$ cat config.mk
export PLATFORM = sky130hd
export DESIGN_NAME = processor
export DESIGN_NICKNAME = d
export VERILOG_FILES = /design/src/design/rvPkg.sv /design/src/design/processor.sv /design/src/design/alu.sv /design/src/design/forwardUnit.sv /design/src/design/hazardUnit.sv /design/src/design/immExtend.sv /design/src/design/regFile.sv /design/src/design/controlUnit.sv
export SDC_FILE = /design/constraint.sdc
export NUM_CORES = 2
export LEC_CHECK = 0
export ABC_CLOCK_PERIOD_IN_PS = 5880
export BUFFER_PORTS_ARGS = -buffer_cell sky130_fd_sc_hd__buf_4
export CAP_MARGIN = 10
export CORE_UTILIZATION = 56
export CTS_CLUSTER_DIAMETER = 150
export DETAILED_ROUTE_END_ITERATION = 16
export PLACE_DENSITY_LB_ADDON = 0.2
export RECOVER_POWER = 100
export SLEW_MARGIN = 30
export SYNTH_ARGS = -nofsm -noshare
export SYNTH_HDL_FRONTEND = slang
export SYNTH_HIERARCHICAL = 1
export SYNTH_SLANG_ARGS = --single-unit
$ cat constraint.sdc
create_clock -name clk -period 5.88 [get_ports clk]
set_clock_uncertainty 0.1 [all_clocks]
set_input_delay 1.176 -clock clk [delete_from_list [all_inputs] [get_ports clk]]
set_output_delay 1.176 -clock clk [all_outputs]
set_load 0.02 [all_outputs]
$ cat src/design/rvPkg.sv
package rvPkg;

    localparam int xlen = 32;
    localparam int regCount = 32;
    localparam int regIdxWidth = $clog2(regCount);

    // Function field codes of the supported subset
    localparam logic [2:0] f3AddSub = 3'b000;
    localparam logic [2:0] f3Sll = 3'b001;
    localparam logic [2:0] f3Slt = 3'b010;
    localparam logic [2:0] f3Xor = 3'b100;
    localparam logic [2:0] f3Shr = 3'b101;
    localparam logic [2:0] f3Or = 3'b110;
    localparam logic [2:0] f3And = 3'b111;
    localparam logic [2:0] f3Beq = 3'b000;
    localparam logic [2:0] f3Bne = 3'b001;
    localparam logic [2:0] f3Blt = 3'b100;
    localparam logic [2:0] f3Bge = 3'b101;
    // Bit of func7 that selects SUB and SRA
    localparam int func7AltBit = 5;

    typedef logic [xlen-1:0] word_t;
    typedef logic [xlen-1:0] instr_t;
    typedef logic [regIdxWidth-1:0] regName_t;

    typedef enum logic [6:0] {
        OP     = 7'b0110011,
        OPIMM  = 7'b0010011,
        LUI    = 7'b0110111,
        LOAD   = 7'b0000011,
        STORE  = 7'b0100011,
        BRANCH = 7'b1100011,
        JAL    = 7'b1101111,
        JALR   = 7'b1100111,
        SYSTEM = 7'b1110011
    } opCode_t;

    typedef enum logic [3:0] {
        ADD, SUB, AND, OR, XOR, SLT, SLL, SRL, SRA, PASSB
    } aluOp_t;

    // Second ALU operand, PC4 is the link address of JAL and JALR
    typedef enum logic [1:0] {SRC_REG, SRC_IMM, SRC_PC4} aluSrc2_t;

    typedef enum logic [1:0] {FWD_REG, FWD_MEM, FWD_WB} forwardSel_t;

    typedef enum logic [1:0] {EQ, NE, LT, GE} branchType_t;

endpackage : rvPkg
$ cat src/design/processor.sv
`timescale 1ns/10ps

module processor import rvPkg::*; (
    input  logic   clk,
    input  logic   arstN,
    input  logic   startProcess,
    output logic   endProcess,
    input  instr_t instructionIF,
    output word_t  pcIF,
    input  word_t  dMOutMem,
    output logic   memReadMem,
    output logic   memWriteMem,
    output word_t  aluOutMem,
    output word_t  rs2DataMem
);

    // Fetch and decode
    instr_t instrId;
    word_t pcId, rs1DataId, rs2DataId, immI, immS, immB, immU, immJ;
    word_t cmpA, cmpB, jumpTarget, immId;
    logic regWriteId, memReadId, memWriteId, memToRegId, isLuiId;
    logic branchId, jumpId, jumpRegId, haltId, branchTaken;
    aluSrc2_t aluSrc2Id;
    aluOp_t aluOpId;
    branchType_t branchTypeId;
    logic pcWrite, ifIdWrite, idBubble, takeBranch, haltFetch, haltStop;
    // Execute
    logic regWriteEx, memReadEx, memWriteEx, memToRegEx, haltEx;
    aluSrc2_t aluSrc2Ex;
    aluOp_t aluOpEx;
    word_t rs1DataEx, rs2DataEx, immEx, retAddrEx, fwdOut1, fwdOut2, aluIn2, aluOutEx;
    regName_t rdEx, rs1Ex, rs2Ex;
    forwardSel_t forward1, forward2;
    logic branchFwd1, branchFwd2;
    // Memory and write-back
    logic regWriteMem, memToRegMem, haltMem, regWriteWb, memToRegWb;
    regName_t rdMem, rdWb;
    word_t aluOutWb, dMOutWb, dataInWb;

    ////////////////////////////////////////////////////////////
    // Fetch
    ////////////////////////////////////////////////////////////
    assign haltStop = haltFetch || haltId;

    always_ff @(posedge clk or negedge arstN) begin
        if (!arstN) begin
            pcIF <= '0;
            haltFetch <= 1'b0;
            instrId <= '0;
            pcId <= '0;
        end else begin
            haltFetch <= haltStop;
            if (startProcess && !haltStop) begin
                if (takeBranch) begin
                    pcIF <= jumpTarget;
                end else if (pcWrite) begin
                    pcIF <= pcIF + word_t'(4);
                end
            end
            // All-zero instruction decodes as a bubble
            if (ifIdWrite) begin
                instrId <= (startProcess && !takeBranch && !haltStop) ? instructionIF : '0;
                pcId <= pcIF;
            end
        end
    end

    ////////////////////////////////////////////////////////////
    // Decode with branch resolution
    ////////////////////////////////////////////////////////////
    controlUnit i_controlUnit (
        .opCode(opCode_t'(instrId[6:0])), .func3(instrId[14:12]), .func7(instrId[31:25]),
        .regWrite(regWriteId), .memRead(memReadId), .memWrite(memWriteId),
        .memToReg(memToRegId), .aluSrc2(aluSrc2Id), .aluOp(aluOpId), .isLui(isLuiId),
        .branch(branchId), .jump(jumpId), .jumpReg(jumpRegId),
        .branchType(branchTypeId), .halt(haltId)
    );

    regFile i_regFile (
        .clk, .arstN, .wen(regWriteWb), .rd(rdWb), .dataIn(dataInWb),
        .rs1(instrId[19:15]), .rs2(instrId[24:20]), .rs1Data(rs1DataId), .rs2Data(rs2DataId)
    );

    immExtend i_immExtend (
        .instruction(instrId), .immI, .immS, .immB, .immU, .immJ
    );

    hazardUnit i_hazardUnit (
        .rs1Id(instrId[19:15]), .rs2Id(instrId[24:20]), .rdEx, .regWriteEx, .memReadEx,
        .rdMem, .memReadMem, .branch(branchId), .jumpReg(jumpRegId),
        .pcWrite, .ifIdWrite, .idBubble
    );

    assign cmpA = branchFwd1 ? aluOutMem : rs1DataId;
    assign cmpB = branchFwd2 ? aluOutMem : rs2DataId;
    assign jumpTarget = ((jumpRegId ? cmpA : pcId)
                        + (jumpRegId ? immI : (jumpId ? immJ : immB))) & ~word_t'(1);
    // Never redirect on operands that are still stalled
    assign takeBranch = pcWrite && (jumpId || jumpRegId || (branchId && branchTaken));
    assign immId = isLuiId ? immU : (memWriteId ? immS : immI);

    always_ff @(posedge clk or negedge arstN) begin
        if (!arstN) begin
            {regWriteEx, memReadEx, memWriteEx, memToRegEx, haltEx} <= '0;
            aluSrc2Ex <= SRC_REG;
            aluOpEx <= ADD;
            {rs1DataEx, rs2DataEx, immEx, retAddrEx} <= '0;
            {rdEx, rs1Ex, rs2Ex} <= '0;
        end else begin
            {regWriteEx, memReadEx, memWriteEx, memToRegEx, haltEx} <= idBubble ? 5'b0
                : {regWriteId, memReadId, memWriteId, memToRegId, haltId};
            aluSrc2Ex <= aluSrc2Id;
            aluOpEx <= aluOpId;
            rs1DataEx <= rs1DataId;
            rs2DataEx <= rs2DataId;
            immEx <= immId;
            retAddrEx <= pcId + word_t'(4);
            rdEx <= instrId[11:7];
            rs1Ex <= instrId[19:15];
            rs2Ex <= instrId[24:20];
        end
    end

    ////////////////////////////////////////////////////////////
    // Execute
    ////////////////////////////////////////////////////////////
    forwardUnit i_forwardUnit (
        .rs1Ex, .rs2Ex, .rs1Id(instrId[19:15]), .rs2Id(instrId[24:20]),
        .rdMem, .regWriteMem, .memReadMem, .rdWb, .regWriteWb,
        .forward1, .forward2, .branchFwd1, .branchFwd2
    );

    function automatic word_t fwdMux(forwardSel_t sel, word_t regVal);
        case (sel)
            FWD_MEM: return aluOutMem;
            FWD_WB:  return dataInWb;
            default: return regVal;
        endcase
    endfunction

    always_comb begin
        fwdOut1 = fwdMux(forward1, rs1DataEx);
        fwdOut2 = fwdMux(forward2, rs2DataEx);
    end

    always_comb begin
        case (aluSrc2Ex)
            SRC_IMM: aluIn2 = immEx;
            SRC_PC4: aluIn2 = retAddrEx;
            default: aluIn2 = fwdOut2;
        endcase
    end

    alu i_alu (
        .busA(fwdOut1), .busB(aluIn2), .aluOp(aluOpEx), .cmpA, .cmpB,
        .branchType(branchTypeId), .result(aluOutEx), .branchTaken
    );

    ////////////////////////////////////////////////////////////
    // Memory, write-back and halt
    ////////////////////////////////////////////////////////////
    always_ff @(posedge clk or negedge arstN) begin
        if (!arstN) begin
            {regWriteMem, memReadMem, memWriteMem, memToRegMem, haltMem} <= '0;
            {aluOutMem, rs2DataMem, rdMem} <= '0;
            {regWriteWb, memToRegWb, aluOutWb, dMOutWb, rdWb} <= '0;
            endProcess <= 1'b0;
        end else begin
            {regWriteMem, memReadMem, memWriteMem, memToRegMem, haltMem}
                <= {regWriteEx, memReadEx, memWriteEx, memToRegEx, haltEx};
            aluOutMem <= aluOutEx;
            rs2DataMem <= fwdOut2;
            rdMem <= rdEx;
            regWriteWb <= regWriteMem;
            memToRegWb <= memToRegMem;
            aluOutWb <= aluOutMem;
            dMOutWb <= dMOutMem;
            rdWb <= rdMem;
            // Rises as ECALL enters write-back, held until reset
            endProcess <= endProcess || haltMem;
        end
    end

    assign dataInWb = memToRegWb ? dMOutWb : aluOutWb;

endmodule : processor

$ cat src/design/alu.sv
`timescale 1ns/10ps

module alu import rvPkg::*; (
    input  word_t       busA,
    input  word_t       busB,
    input  aluOp_t      aluOp,
    input  word_t       cmpA,
    input  word_t       cmpB,
    input  branchType_t branchType,
    output word_t       result,
    output logic        branchTaken
);

    logic [4:0] shamt;

    assign shamt = busB[4:0];

    always_comb begin
        case (aluOp)
            ADD:     result = busA + busB;
            SUB:     result = busA - busB;
            AND:     result = busA & busB;
            OR:      result = busA | busB;
            XOR:     result = busA ^ busB;
            SLT:     result = word_t'($signed(busA) < $signed(busB));
            SLL:     result = busA << shamt;
            SRL:     result = busA >> shamt;
            SRA:     result = word_t'($signed(busA) >>> shamt);
            PASSB:   result = busB;
            default: result = '0;
        endcase
    end

    // Decode-stage compare, independent of the execute operation
    always_comb begin
        case (branchType)
            EQ:      branchTaken = (cmpA == cmpB);
            NE:      branchTaken = (cmpA != cmpB);
            LT:      branchTaken = ($signed(cmpA) < $signed(cmpB));
            GE:      branchTaken = ($signed(cmpA) >= $signed(cmpB));
            default: branchTaken = 1'b0;
        endcase
    end

endmodule : alu

$ cat src/design/forwardUnit.sv
`timescale 1ns/10ps

module forwardUnit import rvPkg::*; (
    input  regName_t    rs1Ex,
    input  regName_t    rs2Ex,
    input  regName_t    rs1Id,
    input  regName_t    rs2Id,
    input  regName_t    rdMem,
    input  logic        regWriteMem,
    input  logic        memReadMem,
    input  regName_t    rdWb,
    input  logic        regWriteWb,
    output forwardSel_t forward1,
    output forwardSel_t forward2,
    output logic        branchFwd1,
    output logic        branchFwd2
);

    logic memAluValid;
    logic wbValid;

    // A load in memory has no result on the ALU path
    assign memAluValid = regWriteMem && !memReadMem && rdMem != '0;
    assign wbValid = regWriteWb && rdWb != '0;

    function automatic forwardSel_t pickSource(regName_t rs);
        if (memAluValid && rdMem == rs) begin
            return FWD_MEM;
        end else if (wbValid && rdWb == rs) begin
            return FWD_WB;
        end
        return FWD_REG;
    endfunction

    always_comb begin
        forward1 = pickSource(rs1Ex);
        forward2 = pickSource(rs2Ex);
    end

    // Decode sources, write-back is covered by the register file bypass
    assign branchFwd1 = memAluValid && rdMem == rs1Id;
    assign branchFwd2 = memAluValid && rdMem == rs2Id;

endmodule : forwardUnit

$ cat src/design/hazardUnit.sv
`timescale 1ns/10ps

module hazardUnit import rvPkg::*; (
    input  regName_t rs1Id,
    input  regName_t rs2Id,
    input  regName_t rdEx,
    input  logic     regWriteEx,
    input  logic     memReadEx,
    input  regName_t rdMem,
    input  logic     memReadMem,
    input  logic     branch,
    input  logic     jumpReg,
    output logic     pcWrite,
    output logic     ifIdWrite,
    output logic     idBubble
);

    logic hitEx1, hitEx2;
    logic hitMem1, hitMem2;
    logic loadUse, branchOnEx, branchOnLoad;
    logic stall;

    // JALR compares nothing but still needs rs1 in decode
    assign hitEx1 = regWriteEx && rs1Id != '0 && rs1Id == rdEx;
    assign hitEx2 = regWriteEx && rs2Id != '0 && rs2Id == rdEx;
    assign hitMem1 = memReadMem && rs1Id != '0 && rs1Id == rdMem;
    assign hitMem2 = memReadMem && rs2Id != '0 && rs2Id == rdMem;

    assign loadUse = memReadEx && (hitEx1 || hitEx2);
    assign branchOnEx = ((branch || jumpReg) && hitEx1) || (branch && hitEx2);
    // Load data is only ready for decode once the load reaches write-back
    assign branchOnLoad = ((branch || jumpReg) && hitMem1) || (branch && hitMem2);

    assign stall = loadUse || branchOnEx || branchOnLoad;

    assign pcWrite = !stall;
    assign ifIdWrite = !stall;
    assign idBubble = stall;

endmodule : hazardUnit

$ cat src/design/immExtend.sv
`timescale 1ns/10ps

module immExtend import rvPkg::*; (
    input  instr_t instruction,
    output word_t  immI,
    output word_t  immS,
    output word_t  immB,
    output word_t  immU,
    output word_t  immJ
);

    logic sign;

    assign sign = instruction[31];

    assign immI = {{20{sign}}, instruction[31:20]};
    assign immS = {{20{sign}}, instruction[31:25], instruction[11:7]};

    // B and J keep bit 0 at zero, targets are halfword aligned
    assign immB = {{19{sign}}, sign, instruction[7], instruction[30:25],
                   instruction[11:8], 1'b0};
    assign immJ = {{11{sign}}, sign, instruction[19:12], instruction[20],
                   instruction[30:21], 1'b0};

    assign immU = {instruction[31:12], 12'b0};

endmodule : immExtend

$ cat src/design/regFile.sv
`timescale 1ns/10ps

module regFile import rvPkg::*; (
    input  logic     clk,
    input  logic     arstN,
    input  logic     wen,
    input  regName_t rd,
    input  word_t    dataIn,
    input  regName_t rs1,
    input  regName_t rs2,
    output word_t    rs1Data,
    output word_t    rs2Data
);

    word_t regs [regCount];

    always_ff @(posedge clk or negedge arstN) begin
        if (!arstN) begin
            for (int i = 0; i < regCount; i++) begin
                regs[i] <= '0;
            end
        end else if (wen && rd != '0) begin
            regs[rd] <= dataIn;
        end
    end

    // Write-back value bypasses the array in the same cycle
    assign rs1Data = (wen && rd != '0 && rd == rs1) ? dataIn : regs[rs1];
    assign rs2Data = (wen && rd != '0 && rd == rs2) ? dataIn : regs[rs2];

endmodule : regFile

$ cat src/design/controlUnit.sv
`timescale 1ns/10ps

module controlUnit import rvPkg::*; (
    input  opCode_t     opCode,
    input  logic [2:0]  func3,
    input  logic [6:0]  func7,
    output logic        regWrite,
    output logic        memRead,
    output logic        memWrite,
    output logic        memToReg,
    output aluSrc2_t    aluSrc2,
    output aluOp_t      aluOp,
    output logic        isLui,
    output logic        branch,
    output logic        jump,
    output logic        jumpReg,
    output branchType_t branchType,
    output logic        halt
);

    always_comb begin
        // No-operation unless the opcode says otherwise
        regWrite = 1'b0;
        memRead = 1'b0;
        memWrite = 1'b0;
        memToReg = 1'b0;
        aluSrc2 = SRC_REG;
        aluOp = ADD;
        isLui = 1'b0;
        branch = 1'b0;
        jump = 1'b0;
        jumpReg = 1'b0;
        branchType = EQ;
        halt = 1'b0;

        case (opCode)
            OP, OPIMM: begin
                regWrite = 1'b1;
                aluSrc2 = (opCode == OP) ? SRC_REG : SRC_IMM;
                case (func3)
                    f3AddSub: aluOp = (opCode == OP && func7[func7AltBit]) ? SUB : ADD;
                    f3Sll:    aluOp = SLL;
                    f3Slt:    aluOp = SLT;
                    f3Xor:    aluOp = XOR;
                    f3Shr:    aluOp = func7[func7AltBit] ? SRA : SRL;
                    f3Or:     aluOp = OR;
                    f3And:    aluOp = AND;
                    default:  aluOp = ADD;
                endcase
            end
            LUI: begin
                regWrite = 1'b1;
                aluSrc2 = SRC_IMM;
                aluOp = PASSB;
                isLui = 1'b1;
            end
            LOAD: begin
                regWrite = 1'b1;
                memRead = 1'b1;
                memToReg = 1'b1;
                aluSrc2 = SRC_IMM;
            end
            STORE: begin
                memWrite = 1'b1;
                aluSrc2 = SRC_IMM;
            end
            BRANCH: begin
                branch = 1'b1;
                case (func3)
                    f3Bne:   branchType = NE;
                    f3Blt:   branchType = LT;
                    f3Bge:   branchType = GE;
                    default: branchType = EQ;
                endcase
            end
            JAL, JALR: begin
                // Link address goes down the pipe as operand B
                regWrite = 1'b1;
                aluSrc2 = SRC_PC4;
                aluOp = PASSB;
                jump = (opCode == JAL);
                jumpReg = (opCode == JALR);
            end
            SYSTEM: halt = 1'b1;
            default: ;
        endcase
    end

endmodule : controlUnit

==> summary.md <==
| Metric | Value |
|---|---|
| Status | complete, but fails checks |
| Failing checks | max-capacitance violations, max-slew violations, negative setup slack |
| Die Y | 390 um |
| CTS tree | done |
| Clk root buf | clkbuf_16 |
| Iteration-0 DRC Markers | about 8000 |
| MaxCap Viol Count | 29 |
| Minimum clock period | between 6 and 7 ns |
| Pre-Repair DR Iteration Count | 8 |
| Final period util | 103% |
| DP Cell Count | 9290 |
| Clock sink count | 1418 |
| Crit Path Class | reg -> reg |
| Synthesized area per cell | 12.1 um2 |
| Routed wire length | approximately 320000 um |
| TritonCTS Buffers | approximately 160 |
| HP Class | reg -> reg |
| Vias per inst | 6.93 |
| Fill cell count | 10569 |
| DR WL/cell | 33.1 um |
| First-pass GRT wire length | 462000 um |
| Initial antenna violation count | 22 |
| Vias | 67014 |
| Dpl cell area | roughly 93000 um2 |
| Share of cells above drive strength 1 | 46.2% |
| Layout Nets | 7771 |
| Most common cell after layout, fill and taps aside | dfrtp_1 |
| Post-DP HPWL | 217000 um |
| # hold bufs at CTS | 0 |
| DRC | 0 |
| Setup violators final | 59 |
| Finished layout cell area | about 100000 um2 |
| DIE AREA | 152000 um2 |
| Synth Cell Area | roughly 84000 um2 |
| CP Max Fanout | 6 |
| Vias in the first global route | 65617 |
| Area of the core | 148000 um2 |
| Worst setup margin | -0.188 ns |
| Worst-Margin Slew | 4.46 ns |
| Longest Clk Path Bufs | 3 |
| H-tree Lvls | 4 |
| Clk slew on worst S/H paths | approximately 0.06 ns |
| GRT Overall Usage | between 40% and 50% |
| Fmax | 165 MHz |
| Post-route ant nets | 0 |
| Max-slew violations | 1377 |
| CP startpoint kind | flip-flop |
| Finished Layout Cells | 9674 |
| Leakage | 45.8 nW |
| Total global routing overflow | 0 |
| Most frequent cells in the layout | dfrtp_1 (1407), mux2_2 (1171), buf_4 (1002) |
| Row Count | 141 |
| RSZ-0062 raised after global routing | yes |
| Peak supply drop | between 200 and 300 uV |
| Power per standard cell area | 287 nW/um2 |
| Largest net degree at the start of global routing | around 160 |
| Worst rel slew slack | -197% |
| Initial Util | 56.7% |
| Post-synthesis cell count | around 6900 |
| IO buf count | around 160 |
| CP Capture Type | flip-flop |
| Crit path required time | around 6.5 ns |
| I/O pins | 166 |
| Area growth, synth to finish | 19.9% |
| Yosys warnings | 6 |
| GPL Wtd Cong | a little over 1 |
| Final hold vios | 0 |
| Clock Latency Late Sink | slightly above 0.8 ns |
| Crit path arrival time | around 6.6 ns |
| Die span in x | 390 um |
-- final cells by class --
class | count | area [um2] | area share [%]
sequential | 1418 | 35500 | 35.2
timing repair buffer | 1233 | 11000 | 10.9
inverter | 189 | 709 | 0.704
antenna | 10 | 25.0 | 0.0248
clock inverter | 73 | 1060 | 1.05
clock buffer | 215 | 4440 | 4.40
multi-input combinational | 4534 | 45600 | 45.2
tap | 2002 | 2500 | 2.48
-- state kept, by name, indices dropped and copies added (netlist names), 31 cells and up --
| name | cells |
|---|---|
| pcId | 31 |
| rs2DataEx | 32 |
| immEx | 32 |
| instrId | 32 |
| pcIF | 31 |
| rs2DataMem | 32 |
| retAddrEx | 31 |
| rs1DataEx | 32 |
| aluOutMem | 32 |
| aluOutWb | 32 |
| dMOutWb | 32 |
| i_regFile/regs | 1024 |
-- per-stage QoR --
stage / setup TNS (ns) / hold WS, ns / setup slack, ns / power [mW] / utilization (%)
floorplan: 0 / 0.231 / 0.0178 / 14.5 / -
global placement: -14.53 / 0.233 / -0.380 / 17.9 / 62.4
detailed placement: -16.56 / 0.236 / -0.432 / 18.0 / 62.4
CTS: -0.422 / 0.251 / -0.0341 / 28.7 / 67.3
global route: -8.63 / 0.265 / -0.229 / 29.8 / 67.9
finish: -5.98 / 0.249 / -0.188 / 28.9 / 67.9
-- routing by layer --
layer	GRT usage, %	vias up	part of all wire, %	wire, um
met1	58.8	34655	39	126000
li1	-	27130	-	-
met3	12.1	869	12	37900
met4	20.5	26	5.7	18200
met2	59.8	4334	43	138000
met5	0	-	0.052	167
-- worst max-delay path, stage by stage (launching register included) --
cell,delay [ns]
dfrtp_4,0.56
buf_12,0.18
bufbuf_16,0.27
buf_12,0.14
mux4_2,0.35
o22ai_2,0.08
nor4_2,0.69
mux2_2,0.30
mux2_4,0.17
ha_4,0.20
a21o_1,0.17
a21oi_2,0.14
o21a_1,0.18
o221ai_4,0.18
a211o_1,0.31
mux2i_2,0.27
mux2i_1,0.28
a21oi_2,0.11
a211o_1,0.31
buf_4,0.15
buf_6,0.12
nand2_8,0.11
buf_6,0.11
nor2_1,0.05
and3_1,0.16
mux2i_1,0.12
o221ai_1,0.12
-- timing repair --
item | in CTS | in global routing
gates cloned | 12 | 5
setup endpoints to repair | 77 | 84
pin swaps | 35 | 82
resized for setup | 193 | 247
buffers inserted | 48 | 32
-- final timing paths --
check	startpoint	endpoint	slack [ns]	cells past startpoint
max in group asynchronous	arstN	i_regFile/regs[439]$_DFFE_PN0P_	0.71	3
min	memWriteEx$_DFF_PN0_	memWriteMem$_DFF_PN0_	0.25	0
max	instrId[15]$_DFFE_PN0P_	pcIF[31]$_DFFE_PN0P_	-0.19	26
min reg2reg	memWriteEx$_DFF_PN0_	memWriteMem$_DFF_PN0_	0.25	0
min in group asynchronous	arstN	i_regFile/regs[430]$_DFFE_PN0P_	1.17	1
max reg2reg	instrId[15]$_DFFE_PN0P_	pcIF[31]$_DFFE_PN0P_	-0.19	26
-- report_power, final --
group / switching, mW / total [mW] / internal, mW / leakage (nW)
logic: 4.47 / 7.43 / 2.96 / 23.9
registers: 0.718 / 11.0 / 10.3 / 19.2
clock network: 4.38 / 10.5 / 6.14 / 2.69
total: 9.57 / 28.9 / 19.4 / 45.8
Power figures use the tool's default switching activity.
